File: src/include/intc_settings.svh
`ifndef INTC_SETTINGS_SVH
`define INTC_SETTINGS_SVH

// AXI4-Lite slave port
`define INTC_AXI_ADDR_W 6
`define INTC_AXI_DATA_W 32

// Input sample clock, one tick per 12 cycles
`define INTC_SAMPLE_DIV 12

// Timer counter and its prescaler
`define INTC_TIMER_W 12
`define INTC_PRESCALE_W 3

// Edge-triggered interrupt lines
`define INTC_SAMPLE_DEPTH 4
`define INTC_N_EDGE_INT 2

`endif

File: src/hdl/intc_reg_pkg.sv
package intc_reg_pkg;

  typedef logic [7:0] t_byte;

  // Word index, taken from address bits 5:2
  typedef enum logic [3:0] {
    REG_PA   = 4'd0,
    REG_PB   = 4'd1,
    REG_PC   = 4'd2,
    REG_MK   = 4'd3,
    REG_MB   = 4'd4,
    REG_MC   = 4'd5,
    REG_TM0  = 4'd6,
    REG_TM1  = 4'd7,
    REG_IE   = 4'd8,
    REG_PEND = 4'd9,   // read only
    REG_STM  = 4'd10   // write only, reloads the timer
  } e_reg_addr;

  localparam int REG_IDX_LSB = 2;

  typedef logic [1:0] t_axi_resp;
  localparam t_axi_resp AXI_RESP_OKAY = 2'b00;

endpackage

File: src/hdl/intc_irq_pkg.sv
package intc_irq_pkg;

  // Lower index wins
  typedef enum logic [1:0] {
    INT_IDX_INT0 = 2'd0,
    INT_IDX_INTT = 2'd1,
    INT_IDX_INT1 = 2'd2,
    INT_IDX_INT2 = 2'd3
  } e_int_idx;

  // One bit per source, indexed by e_int_idx
  typedef logic [3:0] t_int_vec;

  // Vector addresses
  localparam logic [7:0] VEC_NONE = 8'h00;
  localparam logic [7:0] VEC_INT0 = 8'h04;
  localparam logic [7:0] VEC_INTT = 8'h08;
  localparam logic [7:0] VEC_INT1 = 8'h10;
  localparam logic [7:0] VEC_INT2 = 8'h20;

endpackage

File: src/hdl/cfg_if.sv
`timescale 1ns/1ps
`include "intc_settings.svh"

interface cfg_if import intc_reg_pkg::*; ();

  // Interrupt mask, bit 5 also picks the INT2 edge
  t_byte                    mk;
  // TM1:TM0 reload value
  logic [`INTC_TIMER_W-1:0] tm_reload;
  logic                     ie;
  // One cycle pulse on a write to STM
  logic                     stm_strobe;

  modport regs (
    output mk,
    output tm_reload,
    output ie,
    output stm_strobe
  );

  modport timer (input tm_reload, input stm_strobe);

  modport intc (input mk, input ie);

endinterface

File: src/hdl/axil_regs.sv
`timescale 1ns/1ps
`include "intc_settings.svh"

module axil_regs import intc_reg_pkg::*; import intc_irq_pkg::*; (
  input  logic                          CLK,
  input  logic                          rst_n,
  input  logic [`INTC_AXI_ADDR_W-1:0]   awaddr,
  input  logic                          awvalid,
  output logic                          awready,
  input  logic [`INTC_AXI_DATA_W-1:0]   wdata,
  input  logic [`INTC_AXI_DATA_W/8-1:0] wstrb,
  input  logic                          wvalid,
  output logic                          wready,
  output t_axi_resp                     bresp,
  output logic                          bvalid,
  input  logic                          bready,
  input  logic [`INTC_AXI_ADDR_W-1:0]   araddr,
  input  logic                          arvalid,
  output logic                          arready,
  output logic [`INTC_AXI_DATA_W-1:0]   rdata,
  output t_axi_resp                     rresp,
  output logic                          rvalid,
  input  logic                          rready,
  cfg_if.regs                           cfg,
  input  t_int_vec                      pending,
  output t_byte                         pa_o,
  input  t_byte                         pb_i,
  output t_byte                         pb_o,
  output t_byte                         pb_oe,
  input  t_byte                         pc_i,
  output t_byte                         pc_o,
  output t_byte                         pc_oe
);

  t_byte                    pa_q, pb_q, pc_q;
  t_byte                    mk_q, mb_q, mc_q;
  logic [`INTC_TIMER_W-1:0] tm_q;
  logic                     ie_q;
  logic                     stm_q;
  logic                     wr_fire;
  e_reg_addr                wr_idx;
  e_reg_addr                rd_idx;
  t_byte                    wr_byte;
  t_byte                    rd_byte;

  //////////////////////////////////////////////////////////////////////
  // AXI4-Lite handshakes

  // Ready pulses for one cycle, then waits for the response to drain
  always_ff @(posedge CLK) begin
    if (!rst_n) begin
      awready <= 1'b0;
      bvalid  <= 1'b0;
      arready <= 1'b0;
      rvalid  <= 1'b0;
    end else begin
      awready <= awvalid & wvalid & ~bvalid & ~awready;
      if (awready) bvalid <= 1'b1;
      else if (bready) bvalid <= 1'b0;
      arready <= arvalid & ~rvalid & ~arready;
      if (arready) rvalid <= 1'b1;
      else if (rready) rvalid <= 1'b0;
    end
  end

  assign wready  = awready;
  assign bresp   = AXI_RESP_OKAY;
  assign rresp   = AXI_RESP_OKAY;
  assign wr_fire = awready & awvalid & wvalid & wstrb[0];
  assign wr_idx  = e_reg_addr'(awaddr[`INTC_AXI_ADDR_W-1:REG_IDX_LSB]);
  assign rd_idx  = e_reg_addr'(araddr[`INTC_AXI_ADDR_W-1:REG_IDX_LSB]);
  assign wr_byte = wdata[7:0];

  //////////////////////////////////////////////////////////////////////
  // Register storage

  always_ff @(posedge CLK) begin
    if (!rst_n) begin
      pa_q  <= '0;
      pb_q  <= '0;
      pc_q  <= '0;
      mk_q  <= 8'hff;
      mb_q  <= 8'hff;
      mc_q  <= 8'hff;
      tm_q  <= '1;
      ie_q  <= 1'b0;
      stm_q <= 1'b0;
    end else begin
      stm_q <= wr_fire & (wr_idx == REG_STM);
      if (wr_fire) begin
        case (wr_idx)
          REG_PA:  pa_q <= wr_byte;
          REG_PB:  pb_q <= wr_byte;
          REG_PC:  pc_q <= wr_byte;
          REG_MK:  mk_q <= wr_byte;
          REG_MB:  mb_q <= wr_byte;
          REG_MC:  mc_q <= wr_byte;
          REG_TM0: tm_q[7:0] <= wr_byte;
          // Only the low nibble of TM1 exists
          REG_TM1: tm_q[`INTC_TIMER_W-1:8] <= wr_byte[`INTC_TIMER_W-9:0];
          REG_IE:  ie_q <= wr_byte[0];
          default: ;
        endcase
      end
    end
  end

  // Port directions, a set mode bit means input
  assign pb_oe = ~mb_q;
  assign pc_oe = {~mc_q[7], 5'b11110, ~mc_q[1:0]};
  assign pa_o  = pa_q;
  assign pb_o  = pb_q;
  assign pc_o  = pc_q;

  assign cfg.mk         = mk_q;
  assign cfg.tm_reload  = tm_q;
  assign cfg.ie         = ie_q;
  assign cfg.stm_strobe = stm_q;

  //////////////////////////////////////////////////////////////////////
  // Readback

  // Pins for input bits, latch for output bits
  always_comb begin
    case (rd_idx)
      REG_PA:   rd_byte = pa_q;
      REG_PB:   rd_byte = (pb_i & ~pb_oe) | (pb_q & pb_oe);
      REG_PC:   rd_byte = (pc_i & ~pc_oe) | (pc_q & pc_oe);
      REG_MK:   rd_byte = mk_q;
      REG_MB:   rd_byte = mb_q;
      REG_MC:   rd_byte = mc_q;
      REG_TM0:  rd_byte = tm_q[7:0];
      REG_TM1:  rd_byte = t_byte'(tm_q[`INTC_TIMER_W-1:8]);
      REG_IE:   rd_byte = t_byte'(ie_q);
      REG_PEND: rd_byte = t_byte'(pending);
      default:  rd_byte = '0;
    endcase
  end

  always_ff @(posedge CLK) begin
    if (arready) rdata <= {{(`INTC_AXI_DATA_W-8){1'b0}}, rd_byte};
  end

endmodule

File: src/hdl/timebase.sv
`timescale 1ns/1ps
`include "intc_settings.svh"

module timebase (
  input  logic CLK,
  input  logic rst_n,
  cfg_if.timer cfg,
  output logic sample_tick,
  output logic timer_uf
);

  localparam int DIV_W = $clog2(`INTC_SAMPLE_DIV);
  localparam int TC_W  = `INTC_TIMER_W + `INTC_PRESCALE_W;

  logic [DIV_W-1:0] div_cnt;
  // Low bits are the prescaler
  logic [TC_W-1:0]  tc;

  // Divide by 12 for the interrupt samplers
  always_ff @(posedge CLK) begin
    if (!rst_n) begin
      div_cnt <= '0;
    end else if (sample_tick) begin
      div_cnt <= '0;
    end else begin
      div_cnt <= div_cnt + 1'b1;
    end
  end

  assign sample_tick = (div_cnt == DIV_W'(`INTC_SAMPLE_DIV - 1));

  // Underflow only at zero, the STM strobe reloads silently
  assign timer_uf = (tc == '0);

  always_ff @(posedge CLK) begin
    if (!rst_n) begin
      tc <= '1;
    end else if (timer_uf || cfg.stm_strobe) begin
      tc <= {cfg.tm_reload, {`INTC_PRESCALE_W{1'b1}}};
    end else begin
      tc <= tc - 1'b1;
    end
  end

endmodule

File: src/hdl/edge_sampler.sv
`timescale 1ns/1ps
`include "intc_settings.svh"

module edge_sampler (
  input  logic CLK,
  input  logic rst_n,
  input  logic sample_tick,
  input  logic line,
  input  logic invert,
  output logic detect
);

  localparam int DEPTH = `INTC_SAMPLE_DEPTH;
  // One deasserted sample, then the rest asserted
  localparam logic [DEPTH-1:0] MATCH = {1'b0, {(DEPTH-1){1'b1}}};

  // Oldest sample in the MSB
  logic [DEPTH-1:0] hist;

  always_ff @(posedge CLK) begin
    if (!rst_n) begin
      hist <= '0;
    end else if (sample_tick) begin
      hist <= {hist[DEPTH-2:0], line ^ invert};
    end
  end

  assign detect = sample_tick & (hist == MATCH);

endmodule

File: src/hdl/int_pending.sv
`timescale 1ns/1ps
`include "intc_settings.svh"

module int_pending import intc_irq_pkg::*; (
  input  logic                        CLK,
  input  logic                        rst_n,
  cfg_if.intc                         cfg,
  input  logic                        int0,
  input  logic                        timer_uf,
  input  logic [`INTC_N_EDGE_INT-1:0] edge_detect,
  input  logic                        int_ack,
  output t_int_vec                    pending,
  output logic                        irq,
  output logic [7:0]                  irq_vector
);

  localparam int N_INT = $bits(t_int_vec);

  t_int_vec pend_set;
  t_int_vec pend_clr;
  t_int_vec enable;
  t_int_vec active;
  t_int_vec first;
  // Source currently presented on irq_vector
  t_int_vec grant;

  function automatic logic [7:0] vec_addr(input t_int_vec onehot);
    logic [7:0] addr;
    addr = VEC_NONE;
    case (1'b1)
      onehot[INT_IDX_INT0]: addr = VEC_INT0;
      onehot[INT_IDX_INTT]: addr = VEC_INTT;
      onehot[INT_IDX_INT1]: addr = VEC_INT1;
      onehot[INT_IDX_INT2]: addr = VEC_INT2;
      default: ;
    endcase
    return addr;
  endfunction

  //////////////////////////////////////////////////////////////////////
  // Pending latch

  always_comb begin
    pend_set = '0;
    pend_set[INT_IDX_INT0] = int0 & ~pending[INT_IDX_INT0];
    pend_set[INT_IDX_INTT] = timer_uf;
    pend_set[INT_IDX_INT1] = edge_detect[0];
    pend_set[INT_IDX_INT2] = edge_detect[1];
  end

  // INT0 is level sensitive and also drops with its line
  always_comb begin
    pend_clr = grant & {N_INT{int_ack}};
    pend_clr[INT_IDX_INT0] = pend_clr[INT_IDX_INT0] | ~int0;
  end

  //////////////////////////////////////////////////////////////////////
  // Masking and priority

  assign enable = {N_INT{cfg.ie}} & ~cfg.mk[N_INT-1:0];
  assign active = pending & ~pend_clr & enable;
  // Isolate the lowest set bit
  assign first  = active & (~active + 1'b1);

  always_ff @(posedge CLK) begin
    if (!rst_n) begin
      pending    <= '0;
      grant      <= '0;
      irq        <= 1'b0;
      irq_vector <= VEC_NONE;
    end else begin
      pending    <= (pending & ~pend_clr) | pend_set;
      grant      <= first;
      irq        <= |first;
      irq_vector <= vec_addr(first);
    end
  end

endmodule

File: src/hdl/upd78_intc_top.sv
`timescale 1ns/1ps
`include "intc_settings.svh"

module upd78_intc_top import intc_reg_pkg::*; import intc_irq_pkg::*; (
  input  logic                          CLK,
  input  logic                          rst_n,
  input  logic [`INTC_AXI_ADDR_W-1:0]   awaddr,
  input  logic                          awvalid,
  output logic                          awready,
  input  logic [`INTC_AXI_DATA_W-1:0]   wdata,
  input  logic [`INTC_AXI_DATA_W/8-1:0] wstrb,
  input  logic                          wvalid,
  output logic                          wready,
  output t_axi_resp                     bresp,
  output logic                          bvalid,
  input  logic                          bready,
  input  logic [`INTC_AXI_ADDR_W-1:0]   araddr,
  input  logic                          arvalid,
  output logic                          arready,
  output logic [`INTC_AXI_DATA_W-1:0]   rdata,
  output t_axi_resp                     rresp,
  output logic                          rvalid,
  input  logic                          rready,
  input  logic                          int0,
  input  logic                          int1,
  input  logic                          int2,
  input  logic                          int_ack,
  output logic                          irq,
  output t_byte                         irq_vector,
  output t_byte                         pa_o,
  input  t_byte                         pb_i,
  output t_byte                         pb_o,
  output t_byte                         pb_oe,
  input  t_byte                         pc_i,
  output t_byte                         pc_o,
  output t_byte                         pc_oe
);

  cfg_if cfg ();

  t_int_vec                    pending;
  logic                        sample_tick;
  logic                        timer_uf;
  logic [`INTC_N_EDGE_INT-1:0] edge_line;
  logic [`INTC_N_EDGE_INT-1:0] edge_inv;
  logic [`INTC_N_EDGE_INT-1:0] edge_detect;

  axil_regs u_regs (
    .CLK, .rst_n,
    .awaddr, .awvalid, .awready, .wdata, .wstrb, .wvalid, .wready,
    .bresp, .bvalid, .bready,
    .araddr, .arvalid, .arready, .rdata, .rresp, .rvalid, .rready,
    .cfg     (cfg.regs),
    .pending (pending),
    .pa_o, .pb_i, .pb_o, .pb_oe, .pc_i, .pc_o, .pc_oe
  );

  timebase u_timebase (
    .CLK, .rst_n,
    .cfg         (cfg.timer),
    .sample_tick (sample_tick),
    .timer_uf    (timer_uf)
  );

  //////////////////////////////////////////////////////////////////////
  // Edge-triggered lines

  // INT2 polarity from mk bit 5, clear selects the falling edge
  assign edge_line = {int2, int1};
  assign edge_inv  = {~cfg.mk[5], 1'b0};

  for (genvar i = 0; i < `INTC_N_EDGE_INT; i++) begin : g_edge
    edge_sampler u_sampler (
      .CLK, .rst_n,
      .sample_tick (sample_tick),
      .line        (edge_line[i]),
      .invert      (edge_inv[i]),
      .detect      (edge_detect[i])
    );
  end

  int_pending u_pending (
    .CLK, .rst_n,
    .cfg         (cfg.intc),
    .int0        (int0),
    .timer_uf    (timer_uf),
    .edge_detect (edge_detect),
    .int_ack     (int_ack),
    .pending     (pending),
    .irq         (irq),
    .irq_vector  (irq_vector)
  );

endmodule

File: config.mk
export PLATFORM = sky130hd
export DESIGN_NAME = upd78_intc_top
export DESIGN_NICKNAME = d
export VERILOG_FILES = /design/src/hdl/intc_reg_pkg.sv /design/src/hdl/intc_irq_pkg.sv /design/src/hdl/cfg_if.sv /design/src/hdl/axil_regs.sv /design/src/hdl/timebase.sv /design/src/hdl/edge_sampler.sv /design/src/hdl/int_pending.sv /design/src/hdl/upd78_intc_top.sv
export VERILOG_INCLUDE_DIRS = /design/src /design/src/include
export SDC_FILE = /design/constraint.sdc
export NUM_CORES = 1
export LEC_CHECK = 0
export ABC_AREA = 1
export BUFFER_PORTS_ARGS = -buffer_cell sky130_fd_sc_hd__buf_2
export CAP_MARGIN = 20
export CORE_MARGIN = 2
export CORE_UTILIZATION = 40
export CTS_CLUSTER_SIZE = 25
export DETAILED_ROUTE_END_ITERATION = 10
export SYNTH_ARGS = -nofsm -noshare
export SYNTH_HDL_FRONTEND = slang
export SYNTH_SLANG_ARGS = --single-unit
File: constraint.sdc
create_clock -name CLK -period 1.7 [get_ports CLK]
set_input_delay 0.17 -clock CLK [delete_from_list [all_inputs] [get_ports CLK]]
set_output_delay 0.17 -clock CLK [all_outputs]
set_load 0.005 [all_outputs]
==> reports/metrics.cfg, run 1 <==
[outcome]
status=finished clean

[setup_path]
cp.required_ns=1.98
cp_slowest_stage_delay_ns=0.33
slowest_stage=dfxtp_1
cp-start-kind=flop
crit_type=flop to flop
cp_max_fo=7
critical_path_arrival_ns=1.85
critPathCaptureType=flop
critPathMostFrequentCell=nand2_1
path_cells=inv_1 -> ha_1 -> nand2_1 -> nor2_4 -> buf_4 -> nand2_1 -> nand2_2 -> nand2_1 -> nand3_1

[sta]
hold_viol=0
drv_slew=0
rsz0062_at_grt=false
max_freq_ghz=0.637
setup_violations=0
finalSetupTns_ns=0
min_period_ns=1.57
skew_ns=0.00888
maxSlewHeadroom_pct=64.5
tightestPinTransition_ns=0.533
fin_crit_sh_pct=92.3

[final_layout]
syn2layout_area_growth_pct=21.1
stdcell_area_um2=6790
nFillCells=1427
multiInputGateArea_um2=2670
insertedDiodeCount=0
nets=925
drive_gt1_share_pct=21.5
seqCellArea_um2=2340

[detailed_routing]
first_iter_violations=342
first_pass_iters=5
vias=4919
viasPerCell=4.73
wl_um=14600
ant_nets=0
drc=0
routedWlPerCell_um=14.0

[synthesis]
syn-instance-count=744
synthFlopType=dfxtp_1
synthTopCellsByCount=187 x nand2_1, 105 x dfxtp_1, 90 x inv_1
ys_top_cells_by_area=dfxtp_1 37%, nand2_1 13%, inv_1 6.0%
yosysMostFrequentCell=nand2_1
synth_top_area_cell=dfxtp_1
netlist_area_um2=5610
ys_ff_latch=113
yosysSeqAreaShare_pct=41.8
synth_area_per_cell_um2=7.54
yosysWarningCount=0
ys_types=39
synth_edf_count=8
yosysTopAreaCellShare_pct=37.5
async_flop_share_pct=0

[grt]
grtUsageTotal_pct=20.3
grt_overflow=0
grt_pass1_wl_um=22900
antenna_found_initial=0
grt_pass1_vias=4356
grt_max_degree=76

[flow_run]
cap_viol_max_count=0

[cts]
cts-root-buf=clkbuf_16
clkSinkCount=113
clk_path_buf_depth=2
worstSkewPairLatency_ns=0.42
clkTransAtPathRegs_ns=0.05
cts_buffers=17
cts_htree_levels=4
cts_tree=done

[min_path]
min_path_type=input port to flop

[die]
die_h_um=122
rows=43
die_x_um=122
pin_count=165
dieArea_um2=15000
initial_core_util_pct=40.7
fp.coreArea_um2=13800

[placement]
place.gp.congestion=0.863
place_area_um2=6110
io_buffers=92
hpwl_um=10800

[power]
total_leakage_power_nw=3.43
peakVddDrop_mv=0.649
cellPowerDensity_nw_per_um2=1010

worst paths after layout:
path / start / endpoint / slack, ns / cells past startpoint
min reg2reg: u_timebase.tc[0] / u_timebase.tc[0] / 0.40 / 1
min: bready / u_regs.bvalid / 0.04 / 4
max: u_timebase.tc[0] / u_timebase.tc[7] / 0.13 / 9
max reg2reg: u_timebase.tc[0] / u_timebase.tc[7] / 0.13 / 9
layout make-up:
class	count	area share [%]
Inverter	93	5.14
Clock buffer	21	6.78
Multi-Input combinational cell	517	39.4
Sequential cell	113	34.5
Timing Repair Buffer	105	8.55
Clock inverter	11	2.36
Tap cell	180	3.32
flip-flops by register name (all words and copies together) (netlist names), 3 cells and up:
signal                 count
u_regs.pb_o                8
u_regs.cfg.tm_reload      12
u_regs.mb_q                8
u_timebase.div_cnt         4
u_regs.pa_o                8
u_regs.rdata               8
u_timebase.tc             15
u_pending.irq_vector       3
u_regs.mc_q                8
u_regs.pc_o                8
u_pending.pending          4
u_pending.grant            4
g_edge.u_sampler.hist      8
u_regs.cfg.mk              8
critical path: cells and delay by family (launching register included):
kind | cells | cell delay (ns)
flip-flops | 1 | 0.33
AND/OR/NAND/NOR | 6 | 0.73
buffers and inverters | 2 | 0.20
adder cells (fa/ha/maj) | 1 | 0.21
timing repair:
item	4_1_cts	5_1_grt
setup buffers	0	0
endpoints found under the hold margin	4	0
endpoints found under the setup margin	11	3
hold buffers	4	0
gates resized for setup	1	3
layer usage:
metal	wire length, um	track usage [%]	up-vias
met5	0	0	-
met4	296	8.05	0
met3	782	4.79	24
met2	6640	30.9	147
met1	6860	27.9	2216
li1	-	-	2532
logic make-up after synthesis:
logic type	synth area share (%)
simple gates	29.5
buf+inv	13.3
compound gates	14.1
flops	41.8
xor+xnor	0.625
fa+ha+maj	0.669
other cells	0.134
metrics by stage:
stage / instances / hold WS [ns] / total power [W] / worst slack (ns) / util (%)
after CTS: 1040 / 0.0248 / 0.00691 / 0.0936 / 49.2
after floorplan: 779 / 0.271 / 0.00306 / 0.403 / -
after global routing: 1040 / 0.0527 / 0.00707 / 0.00570 / 49.3
after detailed placement: 1004 / 0.361 / 0.00316 / -0.106 / 44.4
final: 1040 / 0.0390 / 0.00686 / 0.130 / 49.3
after global placement: 1004 / 0.369 / 0.00316 / -0.0213 / 44.4
power by group:
group	total (W)	switching, W	internal [W]
Clock	0.00375	0.00123	0.00251
Sequential	0.00274	0.0000182	0.00272
Combinational	0.000380	0.000259	0.000121
placed cells by master, fill, tap and decap left out, types with 13 or more instances in the layout:
| cell type | netlist | final |
|---|---|---|
| o21ai_0 | 41 | 41 |
| o211ai_1 | 13 | 13 |
| a21oi_1 | 22 | 21 |
| buf_2 | 4 | 92 |
| nor2_1 | 81 | 81 |
| o211ai_2 | 16 | 16 |
| nand3_1 | 45 | 45 |
| clkbuf_16 | 0 | 17 |
| conb_1 | 2 | 37 |
| dfxtp_1 | 105 | 105 |
| nand2_1 | 187 | 186 |
| inv_1 | 90 | 90 |
(Power assumes the default switching activity.)
==> run 2, diff against run 1 <==
- MAX_ROUTING_LAYER: default -> met4
==> reports/metrics.cfg, run 2 (synthesized netlist as in run 1, its figures left out) <==
[placement]
place.gp.congestion=0.877
io_buffers=92
dp_cells=1004
hpwl_um=10800
dp_slack_ns=-0.106

[sta]
fin_crit_sh_pct=92.4
setup_violations=0
max_freq_ghz=0.637
hold_viol=0
rsz0062_at_grt=false
maxSlewHeadroom_pct=64.9
skew_ns=0.00707
tightestPinTransition_ns=0.526
min_period_ns=1.57
worst_slack_ns=0.130
drv_slew=0

[setup_path]
cp_max_fo=7
path_cells=inv_1 -> ha_1 -> nand2_1 -> nor2_4 -> buf_4 -> nand2_1 -> nand2_2 -> nand2_1 -> nand3_1
slowest_stage=dfxtp_1
cp.required_ns=1.99
critical_path_arrival_ns=1.86
crit_type=flop to flop
critPathCaptureType=flop
cp_slowest_stage_delay_ns=0.33
critPathMostFrequentCell=nand2_1
r2r_cells=9
cp-start-kind=flop

[grt]
grt_max_degree=76
grt_pass1_vias=4359
grtUsageTotal_pct=20.9
antenna_found_initial=0
grt_overflow=0
grt_pass1_wl_um=22900

[detailed_routing]
wl_um=14600
vias=4915
first_iter_violations=382
drc=0
ant_nets=0
viasPerCell=4.73
first_pass_iters=4
routedWlPerCell_um=14.0

[die]
rows=43
dieArea_um2=15000
fp.coreArea_um2=13800
initial_core_util_pct=40.7
die_x_um=122
pin_count=165
die_h_um=122

[final_layout]
largest_register_ffs=15
nets=925
final_util_pct=49.3
fin_cells=1040
syn2layout_area_growth_pct=21.1
regMostFlops=u_timebase.tc
final_cell_mix=186 x nand2_1, 105 x dfxtp_1, 92 x buf_2
final_common_cell=nand2_1
insertedDiodeCount=0
drive_gt1_share_pct=21.5

[power]
seqPwrFrac_pct=39.9
cellPowerDensity_nw_per_um2=1010
clkPwrFrac_pct=54.6
intPower_w=0.00535
p_switching_w=0.00151
combPwrFrac_pct=5.5
power.share.switching_pct=22.0
peakVddDrop_mv=0.652
total_leakage_power_nw=3.43

[cts]
cts-root-buf=clkbuf_16
clkTransAtPathRegs_ns=0.05
cts_tree=done
clk_path_buf_depth=2
worstSkewPairLatency_ns=0.42
clkSinkCount=113
cts_htree_levels=4
cts_buffers=17

[flow_run]
cap_viol_max_count=0

[outcome]
status=finished clean

[min_path]
min_path_type=input port to flop
hold_path_depth=4

run 2: cell counts in the layout (fill, tap and decap cells not counted):
Identical to the previous run, type by type.
run 2: metrics by stage:
stage / total power (W) / area [um2] / hold WS (ns) / setup TNS, ns
2_1_floorplan: 0.00306 / 5740 / 0.271 / 0
3_3_place_gp: 0.00316 / 6110 / 0.369 / -0.0709
3_5_place_dp: 0.00316 / 6110 / 0.361 / -0.631
4_1_cts: 0.00691 / 6770 / 0.0248 / 0
5_1_grt: 0.00707 / 6790 / 0.0527 / 0
6_report: 0.00686 / 6790 / 0.0378 / 0
run 2: repair_timing:
item / 4_1_cts / 5_1_grt
setup buffers: 0 / 0
endpoints found under the setup margin: 11 / 3
endpoints found under the hold margin: 4 / 0
hold buffers: 4 / 0
gates resized for setup: 1 / 3
run 2: critical path: cells and delay by family (launching register included):
kind                     cells  cell delay (ns)
adder cells (fa/ha/maj)      1             0.21
buffers and inverters        2             0.20
flip-flops                   1             0.33
AND/OR/NAND/NOR              6             0.71
run 2: area by class of cell:
type | instances | area, um2
inverters | 93 | 349
repair buffers | 105 | 581
well taps | 180 | 225
multi-input cells | 517 | 2670
fillers | 1427 | 6980
flip-flops and latches | 113 | 2340
clock buffers | 21 | 460
clock inverters | 11 | 160
run 2: power by group through the flow:
stage / Sequential (W) / Clock [W] / Combinational (W)
4_1_cts: 0.00274 / 0.00380 / 0.000376
3_5_place_dp: 0.00279 / 0 / 0.000368
5_1_grt: 0.00274 / 0.00391 / 0.000425
3_3_place_gp: 0.00279 / 0 / 0.000366
6_report: 0.00274 / 0.00375 / 0.000380
2_1_floorplan: 0.00279 / 0 / 0.000265
run 2: per-layer routing:
layer  vias up  global-route usage (%)  share of wire (%)
met5         -                       -                  0
met4         0                    8.05                2.0
met3        24                    4.79                5.9
met2       155                    31.0                 46
met1      2208                    27.8                 46
li1       2528                       -                  -
run 2: final timing paths:
check / startpoint / endpoint / slack [ns]
hold / removal: bready / u_regs.bvalid / 0.04
setup / recovery: u_timebase.tc[0] / u_timebase.tc[7] / 0.13
setup reg to reg: u_timebase.tc[0] / u_timebase.tc[7] / 0.13
hold reg to reg: u_timebase.tc[0] / u_timebase.tc[0] / 0.40
